[src/rtl/csr_pkg.sv]
package csr_pkg;

    typedef logic [6:0] csr_addr_t;
    typedef logic [7:0] csr_data_t;

    // Register map
    localparam csr_addr_t REG_CTRL      = 7'h00;
    localparam csr_addr_t REG_TRIGGER   = 7'h01;
    localparam csr_addr_t REG_STATUS    = 7'h02;
    localparam csr_addr_t REG_FRAME_CNT = 7'h03;
    localparam csr_addr_t REG_ID        = 7'h0F;

    // Control and status bits
    localparam int CTRL_EN    = 0;
    localparam int STAT_BUSY  = 0;
    localparam int STAT_READY = 1;

    localparam csr_data_t CSR_ID_VALUE = 8'hE5;

    // SPI frame is write flag, 7-bit address, 8-bit data
    localparam int SPI_FRAME_BITS = 16;
    localparam int SPI_WR_BIT     = 15;
    localparam int SPI_ADDR_LSB   = 8;

endpackage

[src/rtl/epdc_pkg.sv]
package epdc_pkg;

    // Pixel geometry of the panel datapath
    localparam int PIX_BITS     = 4;
    localparam int PIX_PER_WORD = 8;

    // One stream word carries a full group of pixels
    localparam int WORD_BITS    = PIX_BITS * PIX_PER_WORD;

    // Source driver takes 2 bits per pixel
    localparam int DRV_BITS     = 2;
    localparam int SD_BITS      = DRV_BITS * PIX_PER_WORD;

    // Single pixel level or state
    typedef logic [PIX_BITS-1:0] pix_t;

    // One-step drive code sent to the source driver
    typedef enum logic [DRV_BITS-1:0] {
        DRV_NONE  = 2'd0,
        DRV_DARK  = 2'd1,
        DRV_LIGHT = 2'd2
    } drive_t;

    // Stream word, lane k in bits 4k+3 down to 4k
    typedef logic [WORD_BITS-1:0] pix_word_t;

    // Source data bus, lane k in bits 2k+1 down to 2k
    typedef logic [SD_BITS-1:0] sd_word_t;

endpackage
[src/rtl/epdc_top.sv]
`timescale 1ns/1ps

module epdc_top #(
    parameter int unsigned H_ACTIVE = 100,
    parameter int unsigned H_BLANK  = 8,
    parameter int unsigned V_ACTIVE = 600,
    parameter int unsigned V_BLANK  = 4
) (
    input  logic                clk_epdc,
    input  logic                arst_n,
    // SPI register port
    input  logic                spi_cs,
    input  logic                spi_sck,
    input  logic                spi_mosi,
    output logic                spi_miso,
    input  logic                sys_ready,
    // Target levels and framebuffer streams
    input  epdc_pkg::pix_word_t vin_pixel,
    input  logic                vin_valid,
    output logic                vin_ready,
    input  epdc_pkg::pix_word_t bi_pixel,
    input  logic                bi_valid,
    output logic                bi_ready,
    output epdc_pkg::pix_word_t bo_pixel,
    output logic                bo_valid,
    // Control
    output logic                b_trigger,
    output logic                global_en,
    // Panel
    output logic                epd_gdoe,
    output logic                epd_gdclk,
    output logic                epd_gdsp,
    output logic                epd_sdclk,
    output logic                epd_sdle,
    output logic                epd_sdoe,
    output epdc_pkg::sd_word_t  epd_sd,
    output logic                epd_sdce0
);
    logic busy;
    logic frame_done;
    logic take;

    // Accepted trigger starts the scanner directly
    spi_csr spi_csr_i (
        .clk_epdc    (clk_epdc),
        .arst_n      (arst_n),
        .spi_cs      (spi_cs),
        .spi_sck     (spi_sck),
        .spi_mosi    (spi_mosi),
        .spi_miso    (spi_miso),
        .sys_ready   (sys_ready),
        .busy        (busy),
        .frame_done  (frame_done),
        .global_en   (global_en),
        .frame_start (b_trigger)
    );

    epd_scan #(
        .H_ACTIVE (H_ACTIVE),
        .H_BLANK  (H_BLANK),
        .V_ACTIVE (V_ACTIVE),
        .V_BLANK  (V_BLANK)
    ) epd_scan_i (
        .clk_epdc    (clk_epdc),
        .arst_n      (arst_n),
        .frame_start (b_trigger),
        .vin_valid   (vin_valid),
        .bi_valid    (bi_valid),
        .vin_ready   (vin_ready),
        .bi_ready    (bi_ready),
        .take        (take),
        .busy        (busy),
        .frame_done  (frame_done),
        .epd_gdsp    (epd_gdsp),
        .epd_gdclk   (epd_gdclk),
        .epd_gdoe    (epd_gdoe),
        .epd_sdle    (epd_sdle),
        .epd_sdoe    (epd_sdoe),
        .epd_sdce0   (epd_sdce0)
    );

    pixel_lut pixel_lut_i (
        .clk_epdc  (clk_epdc),
        .arst_n    (arst_n),
        .take      (take),
        .vin_pixel (vin_pixel),
        .bi_pixel  (bi_pixel),
        .epd_sd    (epd_sd),
        .epd_sdclk (epd_sdclk),
        .bo_pixel  (bo_pixel),
        .bo_valid  (bo_valid)
    );

endmodule

[src/rtl/pixel_lut.sv]
`timescale 1ns/1ps

module pixel_lut (
    input  logic                clk_epdc,
    input  logic                arst_n,
    input  logic                take,
    input  epdc_pkg::pix_word_t vin_pixel,
    input  epdc_pkg::pix_word_t bi_pixel,
    output epdc_pkg::sd_word_t  epd_sd,
    output logic                epd_sdclk,
    output epdc_pkg::pix_word_t bo_pixel,
    output logic                bo_valid
);
    import epdc_pkg::*;

    sd_word_t  sd_next;
    pix_word_t state_next;
    logic      word_vld;

    // Each lane moves the pixel one level toward its target
    for (genvar k = 0; k < PIX_PER_WORD; k++) begin : g_lane
        pix_t   tgt;
        pix_t   cur;
        pix_t   nxt;
        drive_t drv;

        assign tgt = vin_pixel[k*PIX_BITS +: PIX_BITS];
        assign cur = bi_pixel[k*PIX_BITS +: PIX_BITS];

        always_comb begin
            if (cur < tgt) begin
                drv = DRV_LIGHT;
                nxt = cur + 1'b1;
            end else if (cur > tgt) begin
                drv = DRV_DARK;
                nxt = cur - 1'b1;
            end else begin
                drv = DRV_NONE;
                nxt = cur;
            end
        end

        assign sd_next[k*DRV_BITS +: DRV_BITS]    = drv;
        assign state_next[k*PIX_BITS +: PIX_BITS] = nxt;
    end

    always_ff @(posedge clk_epdc or negedge arst_n) begin
        if (!arst_n) begin
            word_vld <= 1'b0;
        end else begin
            word_vld <= take;
        end
    end

    always_ff @(posedge clk_epdc) begin
        if (take) begin
            epd_sd   <= sd_next;
            bo_pixel <= state_next;
        end
    end

    // Source clock and write-back share one strobe
    assign epd_sdclk = word_vld;
    assign bo_valid  = word_vld;

endmodule

[src/rtl/epd_scan.sv]
`timescale 1ns/1ps

module epd_scan #(
    parameter int unsigned H_ACTIVE = 100,
    parameter int unsigned H_BLANK  = 8,
    parameter int unsigned V_ACTIVE = 600,
    parameter int unsigned V_BLANK  = 4
) (
    input  logic clk_epdc,
    input  logic arst_n,
    input  logic frame_start,
    input  logic vin_valid,
    input  logic bi_valid,
    output logic vin_ready,
    output logic bi_ready,
    output logic take,
    output logic busy,
    output logic frame_done,
    output logic epd_gdsp,
    output logic epd_gdclk,
    output logic epd_gdoe,
    output logic epd_sdle,
    output logic epd_sdoe,
    output logic epd_sdce0
);
    // Horizontal counter also spans a whole blank line
    localparam int H_W = $clog2(H_ACTIVE + H_BLANK + 1);
    localparam int V_W = $clog2(V_ACTIVE + V_BLANK + 1);

    typedef enum logic [1:0] {
        S_IDLE,
        S_LINE,
        S_HBLANK,
        S_VBLANK
    } state_t;

    state_t         state;
    logic [H_W-1:0] h_cnt;
    logic [V_W-1:0] v_cnt;
    logic           oe_q;
    logic           line_end_q;
    logic           last_word;
    logic           hblank_end;
    logic           vblank_line_end;
    logic           last_line;
    logic           last_vblank;

    assign last_word       = h_cnt == H_W'(H_ACTIVE - 1);
    assign hblank_end      = h_cnt == H_W'(H_BLANK - 1);
    assign vblank_line_end = h_cnt == H_W'(H_ACTIVE + H_BLANK - 1);
    assign last_line       = v_cnt == V_W'(V_ACTIVE - 1);
    assign last_vblank     = v_cnt == V_W'(V_BLANK - 1);

    // A slot only advances when both streams have a word
    assign take      = (state == S_LINE) && vin_valid && bi_valid;
    assign vin_ready = take;
    assign bi_ready  = take;

    always_ff @(posedge clk_epdc or negedge arst_n) begin
        if (!arst_n) begin
            state      <= S_IDLE;
            h_cnt      <= '0;
            v_cnt      <= '0;
            oe_q       <= 1'b0;
            epd_gdsp   <= 1'b0;
            epd_gdclk  <= 1'b0;
            frame_done <= 1'b0;
        end else begin
            epd_gdsp   <= 1'b0;
            frame_done <= 1'b0;
            case (state)
                S_IDLE: begin
                    if (frame_start) begin
                        state     <= S_LINE;
                        h_cnt     <= '0;
                        v_cnt     <= '0;
                        oe_q      <= 1'b1;
                        epd_gdsp  <= 1'b1;
                        epd_gdclk <= !epd_gdclk;
                    end
                end
                S_LINE: begin
                    if (take) begin
                        if (last_word) begin
                            h_cnt <= '0;
                            state <= S_HBLANK;
                        end else begin
                            h_cnt <= h_cnt + 1'b1;
                        end
                    end
                end
                S_HBLANK: begin
                    if (!hblank_end) begin
                        h_cnt <= h_cnt + 1'b1;
                    end else begin
                        h_cnt <= '0;
                        if (!last_line) begin
                            v_cnt     <= v_cnt + 1'b1;
                            state     <= S_LINE;
                            epd_gdclk <= !epd_gdclk;
                        end else if (V_BLANK == 0) begin
                            state      <= S_IDLE;
                            oe_q       <= 1'b0;
                            frame_done <= 1'b1;
                        end else begin
                            v_cnt <= '0;
                            state <= S_VBLANK;
                        end
                    end
                end
                S_VBLANK: begin
                    if (!vblank_line_end) begin
                        h_cnt <= h_cnt + 1'b1;
                    end else begin
                        h_cnt <= '0;
                        if (last_vblank) begin
                            state      <= S_IDLE;
                            oe_q       <= 1'b0;
                            frame_done <= 1'b1;
                        end else begin
                            v_cnt <= v_cnt + 1'b1;
                        end
                    end
                end
                default: state <= S_IDLE;
            endcase
        end
    end

    // Strobes follow the registered pixel stage by one cycle
    always_ff @(posedge clk_epdc or negedge arst_n) begin
        if (!arst_n) begin
            line_end_q <= 1'b0;
            epd_sdle   <= 1'b0;
            epd_sdce0  <= 1'b1;
        end else begin
            line_end_q <= take && last_word;
            epd_sdle   <= line_end_q;
            epd_sdce0  <= state != S_LINE;
        end
    end

    assign busy     = oe_q;
    assign epd_gdoe = oe_q;
    assign epd_sdoe = oe_q;

endmodule

[src/rtl/spi_csr.sv]
`timescale 1ns/1ps

module spi_csr (
    input  logic clk_epdc,
    input  logic arst_n,
    input  logic spi_cs,
    input  logic spi_sck,
    input  logic spi_mosi,
    output logic spi_miso,
    input  logic sys_ready,
    input  logic busy,
    input  logic frame_done,
    output logic global_en,
    output logic frame_start
);
    import csr_pkg::*;

    localparam int CNT_W = $clog2(SPI_FRAME_BITS);

    logic [1:0]                cs_sync;
    logic [1:0]                sck_sync;
    logic [1:0]                mosi_sync;
    logic                      sck_prev;
    logic                      selected;
    logic                      sck_rise;
    logic                      sck_fall;
    logic [CNT_W-1:0]          bit_cnt;
    logic [SPI_FRAME_BITS-2:0] shift_q;
    logic [SPI_FRAME_BITS-1:0] frame_next;
    logic                      frame_wr;
    csr_addr_t                 wr_addr;
    csr_data_t                 wr_data;
    csr_addr_t                 rd_addr;
    csr_data_t                 rd_data;
    csr_data_t                 ctrl_q;
    csr_data_t                 frame_cnt_q;
    csr_data_t                 miso_sh;
    logic                      rd_active;

    // Two-flop synchronizers, chip deselected at reset
    always_ff @(posedge clk_epdc or negedge arst_n) begin
        if (!arst_n) begin
            cs_sync   <= 2'b11;
            sck_sync  <= 2'b00;
            mosi_sync <= 2'b00;
            sck_prev  <= 1'b0;
        end else begin
            cs_sync   <= {cs_sync[0], spi_cs};
            sck_sync  <= {sck_sync[0], spi_sck};
            mosi_sync <= {mosi_sync[0], spi_mosi};
            sck_prev  <= sck_sync[1];
        end
    end

    assign selected = !cs_sync[1];
    assign sck_rise = selected && sck_sync[1] && !sck_prev;
    assign sck_fall = selected && !sck_sync[1] && sck_prev;

    // Frame as it stands once the current bit is shifted in
    assign frame_next = {shift_q, mosi_sync[1]};
    assign frame_wr   = sck_rise && (bit_cnt == CNT_W'(SPI_FRAME_BITS - 1))
                        && frame_next[SPI_WR_BIT];
    assign wr_addr    = frame_next[SPI_ADDR_LSB +: $bits(csr_addr_t)];
    assign wr_data    = frame_next[$bits(csr_data_t)-1:0];

    // After the header bits the address sits at the bottom of the shifter
    assign rd_addr    = shift_q[$bits(csr_addr_t)-1:0];

    always_ff @(posedge clk_epdc or negedge arst_n) begin
        if (!arst_n) begin
            bit_cnt <= '0;
        end else if (!selected) begin
            bit_cnt <= '0;
        end else if (sck_rise) begin
            bit_cnt <= bit_cnt + 1'b1;
        end
    end

    always_ff @(posedge clk_epdc) begin
        if (sck_rise) begin
            shift_q <= frame_next[SPI_FRAME_BITS-2:0];
        end
    end

    // Register writes and trigger acceptance
    always_ff @(posedge clk_epdc or negedge arst_n) begin
        if (!arst_n) begin
            ctrl_q      <= '0;
            frame_cnt_q <= '0;
            frame_start <= 1'b0;
        end else begin
            frame_start <= 1'b0;
            if (frame_wr) begin
                case (wr_addr)
                    REG_CTRL:    ctrl_q <= wr_data;
                    REG_TRIGGER: frame_start <= ctrl_q[CTRL_EN] && sys_ready && !busy;
                    default:     ;
                endcase
            end
            if (frame_done) begin
                frame_cnt_q <= frame_cnt_q + 1'b1;
            end
        end
    end

    always_comb begin
        rd_data = '0;
        case (rd_addr)
            REG_CTRL:      rd_data = ctrl_q;
            REG_STATUS: begin
                rd_data[STAT_BUSY]  = busy;
                rd_data[STAT_READY] = sys_ready;
            end
            REG_FRAME_CNT: rd_data = frame_cnt_q;
            REG_ID:        rd_data = CSR_ID_VALUE;
            default:       rd_data = '0;
        endcase
    end

    // Read data goes out on falling sck, first bit right after the header
    always_ff @(posedge clk_epdc or negedge arst_n) begin
        if (!arst_n) begin
            spi_miso  <= 1'b1;
            miso_sh   <= '1;
            rd_active <= 1'b0;
        end else if (!selected) begin
            spi_miso  <= 1'b1;
            rd_active <= 1'b0;
        end else if (sck_fall) begin
            if (bit_cnt == CNT_W'(SPI_ADDR_LSB)) begin
                rd_active <= !shift_q[SPI_WR_BIT - SPI_ADDR_LSB];
                if (!shift_q[SPI_WR_BIT - SPI_ADDR_LSB]) begin
                    spi_miso <= rd_data[$bits(csr_data_t)-1];
                    miso_sh  <= {rd_data[$bits(csr_data_t)-2:0], 1'b1};
                end
            end else if (rd_active) begin
                spi_miso <= miso_sh[$bits(csr_data_t)-1];
                miso_sh  <= {miso_sh[$bits(csr_data_t)-2:0], 1'b1};
            end
        end
    end

    assign global_en = ctrl_q[CTRL_EN];

endmodule

[config.mk]
export PLATFORM = sky130hd
export DESIGN_NAME = epdc_top
export DESIGN_NICKNAME = d
export VERILOG_FILES = /design/src/rtl/csr_pkg.sv /design/src/rtl/epdc_pkg.sv /design/src/rtl/epdc_top.sv /design/src/rtl/pixel_lut.sv /design/src/rtl/epd_scan.sv /design/src/rtl/spi_csr.sv
export SDC_FILE = /design/constraint.sdc
export NUM_CORES = 1
export LEC_CHECK = 0
export ABC_AREA = 1
export BUFFER_PORTS_ARGS = -buffer_cell sky130_fd_sc_hd__buf_2
export CAP_MARGIN = 25
export CORE_MARGIN = 1
export CORE_UTILIZATION = 50
export DETAILED_ROUTE_END_ITERATION = 12
export GPL_ROUTABILITY_DRIVEN = 1
export PLACE_DENSITY = 0.79
export SETUP_SLACK_MARGIN = 0.4
export SLEW_MARGIN = 40
export SYNTH_ARGS = -nofsm -noshare
export SYNTH_HDL_FRONTEND = slang
export SYNTH_SLANG_ARGS = --single-unit
export TNS_END_PERCENT = 20
[constraint.sdc]
create_clock -name clk_epdc -period 3.1 [get_ports clk_epdc]
set_input_delay 0.62 -clock clk_epdc [delete_from_list [all_inputs] [get_ports clk_epdc]]
set_output_delay 0.62 -clock clk_epdc [all_outputs]
set_load 0.05 [all_outputs]
==> reports/qor.csv <==
stage;metric;value;unit
floorplanning;core;14100;um2
placed_design;io_buffers;132;
critical_path;rr_startpoint;epd_scan_i.h_cnt[0]$_DFFE_PN0P_;
critical_path;critPathKind;flip-flop to primary output;
grt;met1_usage;26.3;%
grt;grt_most_used_layer;met2;
detailed_routing;dr.pass1.iters;4;
grt;grt_max_degree;50;
critical_path;startpoint_type;flip-flop;
synth;yosys_register_bits;127;
finish;layout.nets;1122;
grt;globalRouteOverflowTotal;0;
floorplanning;ioPinCount;133;
synth;yosysTopAreaCell;edfxtp_1;
timing;relSlewSlack;55.6;%
clocking;post_cts_buffers;0;
timing;fin_tns_setup;0;ns
critical_path;r2r_cells;10;
synth;synth_top_area_share;25.8;%
min_path;hp-class;input pin to asynchronous set/reset pin;
detailed_routing;wl_per_cell;12.6;um
synth;synth-async-reset-ratio;50.4;%
clocking;path_clk_slew;0.06;ns
clocking;cts_buffers;17;
floorplanning;die_h;123;um
timing;rsz0062_at_grt;no;
pwr;ir_worst_vdd;0.441;mV
timing;finClkSkew;0.0114;ns
synth;synth_seq_area_share;47.8;%
pwr;power_density;532;nW/um2
synth;synth_area_leaders;edfxtp_1, dfrtp_1, nand2_1;
timing;report.final.setup_viol;0;
timing;timing.fmax;434;MHz
timing;fin_ws;0.797;ns
detailed_routing;final_antenna_net_count;0;
clocking;cts_resized;0;
detailed_routing;routed_wl;15000;um
timing;fin_crit;2.30;ns
critical_path;cp.arrival;1.68;ns
critical_path;cp_max_fo;6;
floorplanning;rows;43;
finish;num_antenna_cells;0;
detailed_routing;route.detailed.drc;0;
critical_path;rrSetupSlack;1.09;ns
timing;finalCritPeriodShare;74.3;%
finish;syn_to_final_growth;20.2;%
job;max_cap_viol_count;0;
clocking;cts_tree;done;
clocking;cts_buffer_depth;2;
grt;grt_use_total;21.5;%
synth;synth_top_flop_cell;edfxtp_1;
placed_design;hpwl;11300;um
clocking;root_buffer;clkbuf_16;
finish;final-instance-count-excl-fill;1190;
synth;syn-cell-area;7330;um2
critical_path;r2r-end;epd_scan_i.v_cnt[9]$_DFFE_PN0P_;
grt;grt_pass1_vias;5704;
placed_design;gp_congestion;0.892;
timing;hold_viol;0;
finish;drive_gt1_share;21.2;%
timing;worstMarginPinSlew;0.666;ns
placed_design;pre_cts_slack;1.01;ns
synth;yosysWarningCount;0;
critical_path;required;2.48;ns
floorplanning;die_w;123;um
synth;synth_nets;976;
grt;antenna_found_initial;0;
clocking;clock_sinks;127;
clocking;clk_latency;0.41;ns
critical_path;end_kind;primary output;
synth;synth_area_per_cell;8.62;um2
placed_design;placed_cells;1158;
floorplanning;start_util;52.0;%
grt;use_met2;35.0;%
detailed_routing;vias;5928;
timing;drv_slew;0;
clocking;h-tree-depth;4;
detailed_routing;drt_iter0_drc;354;
clocking;postCtsHoldBufs;0;
grt;grt_pass1_wl;25200;um
grt;met3_usage;7.15;%
run_status;status;complete, no violations;
pwr;leakagePower;4.48;nW
synth;synth.distinct_cells;41;
synth;synth-edff-count;63;
detailed_routing;detail_route.vias_per_cell;4.98;
finish;fillCellCount;1210;
floorplanning;die_area;15200;um2
synth;synth_cells;851;
-- cells by family after synthesis --
kind of cell | count (synthesis) | share of synthesized area, %
compound gates | 80 | 6.72
xor+xnor | 36 | 4.30
fa+ha+maj | 53 | 9.04
buf+inv | 151 | 8.10
flops | 127 | 47.8
mux | 1 | 0.136
simple gates | 403 | 23.9
-- power by group --
part	internal, mW	switching, mW	total [mW]
sequential	1.88	0.0459	1.93
combinational	0.213	0.464	0.677
clock	1.37	0.711	2.08
total	3.47	1.22	4.69
-- cell usage after synthesis, types with 8 or more instances --
library cell	number
a21oi_1	16
dfrtp_1	53
dfstp_2	11
edfxtp_1	63
ha_1	53
inv_1	133
inv_2	8
nand2_1	251
nand3_1	68
nand4_1	12
nor2_1	43
o211ai_1	11
o21ai_0	27
o21ai_2	9
o21bai_1	9
xnor2_1	8
xor2_1	28
-- metal layers --
layer	part of all wire (%)	vias to the layer above
met5	0	-
met4	1.9	0
met3	7.7	26
met2	47	161
met1	43	2705
li1	-	3036
-- critical path: stages, from the launching register on --
cell	delay, ns
dfrtp_1	0.48
nor2_4	0.21
nand3_2	0.16
clkinvlp_4	0.14
buf_2	0.28
-- registers in the layout, indices dropped and copies added, names as in the netlist, 4 cells and up --
register and flops:
spi_csr_i.miso_sh 7, epd_scan_i.v_cnt 10, spi_csr_i.ctrl_q 8, spi_csr_i.shift_q 15, epd_scan_i.h_cnt 7, pixel_lut_i.epd_sd 16, spi_csr_i.frame_cnt_q 8, pixel_lut_i.bo_pixel 32
spi_csr_i.bit_cnt 4
-- metrics by stage --
stage	cell area, um2	utilization (%)	hold slack (ns)	total power [mW]
floorplan	7340	-	0.324	2.44
global placement	8190	58.1	0.334	2.62
detailed placement	8190	58.1	0.340	2.64
CTS	8820	62.6	0.118	4.72
global route	8820	62.6	0.150	4.89
finish	8820	62.6	0.113	4.69
-- placed cells by master, fill, tap and decap left out, drive strengths merged, types with 12 or more instances in the layout --
master and n:
nand2 257, inv 140, a21oi 16, nor2 48
nand3 71, xor2 28, nand4 12, clkbuf 22
o21ai 40, ha 53, dfrtp 53, edfxtp 63
buf 135
-- cell type report --
type	count	area, um2	share of cell area, %
multi-input cells	573	3230	36.7
flip-flops and latches	127	3510	39.8
clock buffers	22	495	5.62
well taps	180	225	2.55
inverters	143	542	6.14
repair buffers	135	683	7.75
clock inverters	10	131	1.49
-- worst max-delay path by stage --
stage | to | start | depth (start not counted)
after global placement | pixel_lut_i.bo_pixel[31]$_DFFE_PP_ | bi_pixel[29] | 11
after floorplan | vin_ready | vin_valid | 3
final | bi_ready | epd_scan_i.state[1]$_DFFE_PN0P_ | 4
after CTS | bi_ready | epd_scan_i.state[1]$_DFFE_PN0P_ | 4
after detailed placement | pixel_lut_i.bo_pixel[23]$_DFFE_PP_ | vin_pixel[21] | 12
after global routing | bi_ready | epd_scan_i.state[1]$_DFFE_PN0P_ | 4
Power figures use the tool's default switching activity.
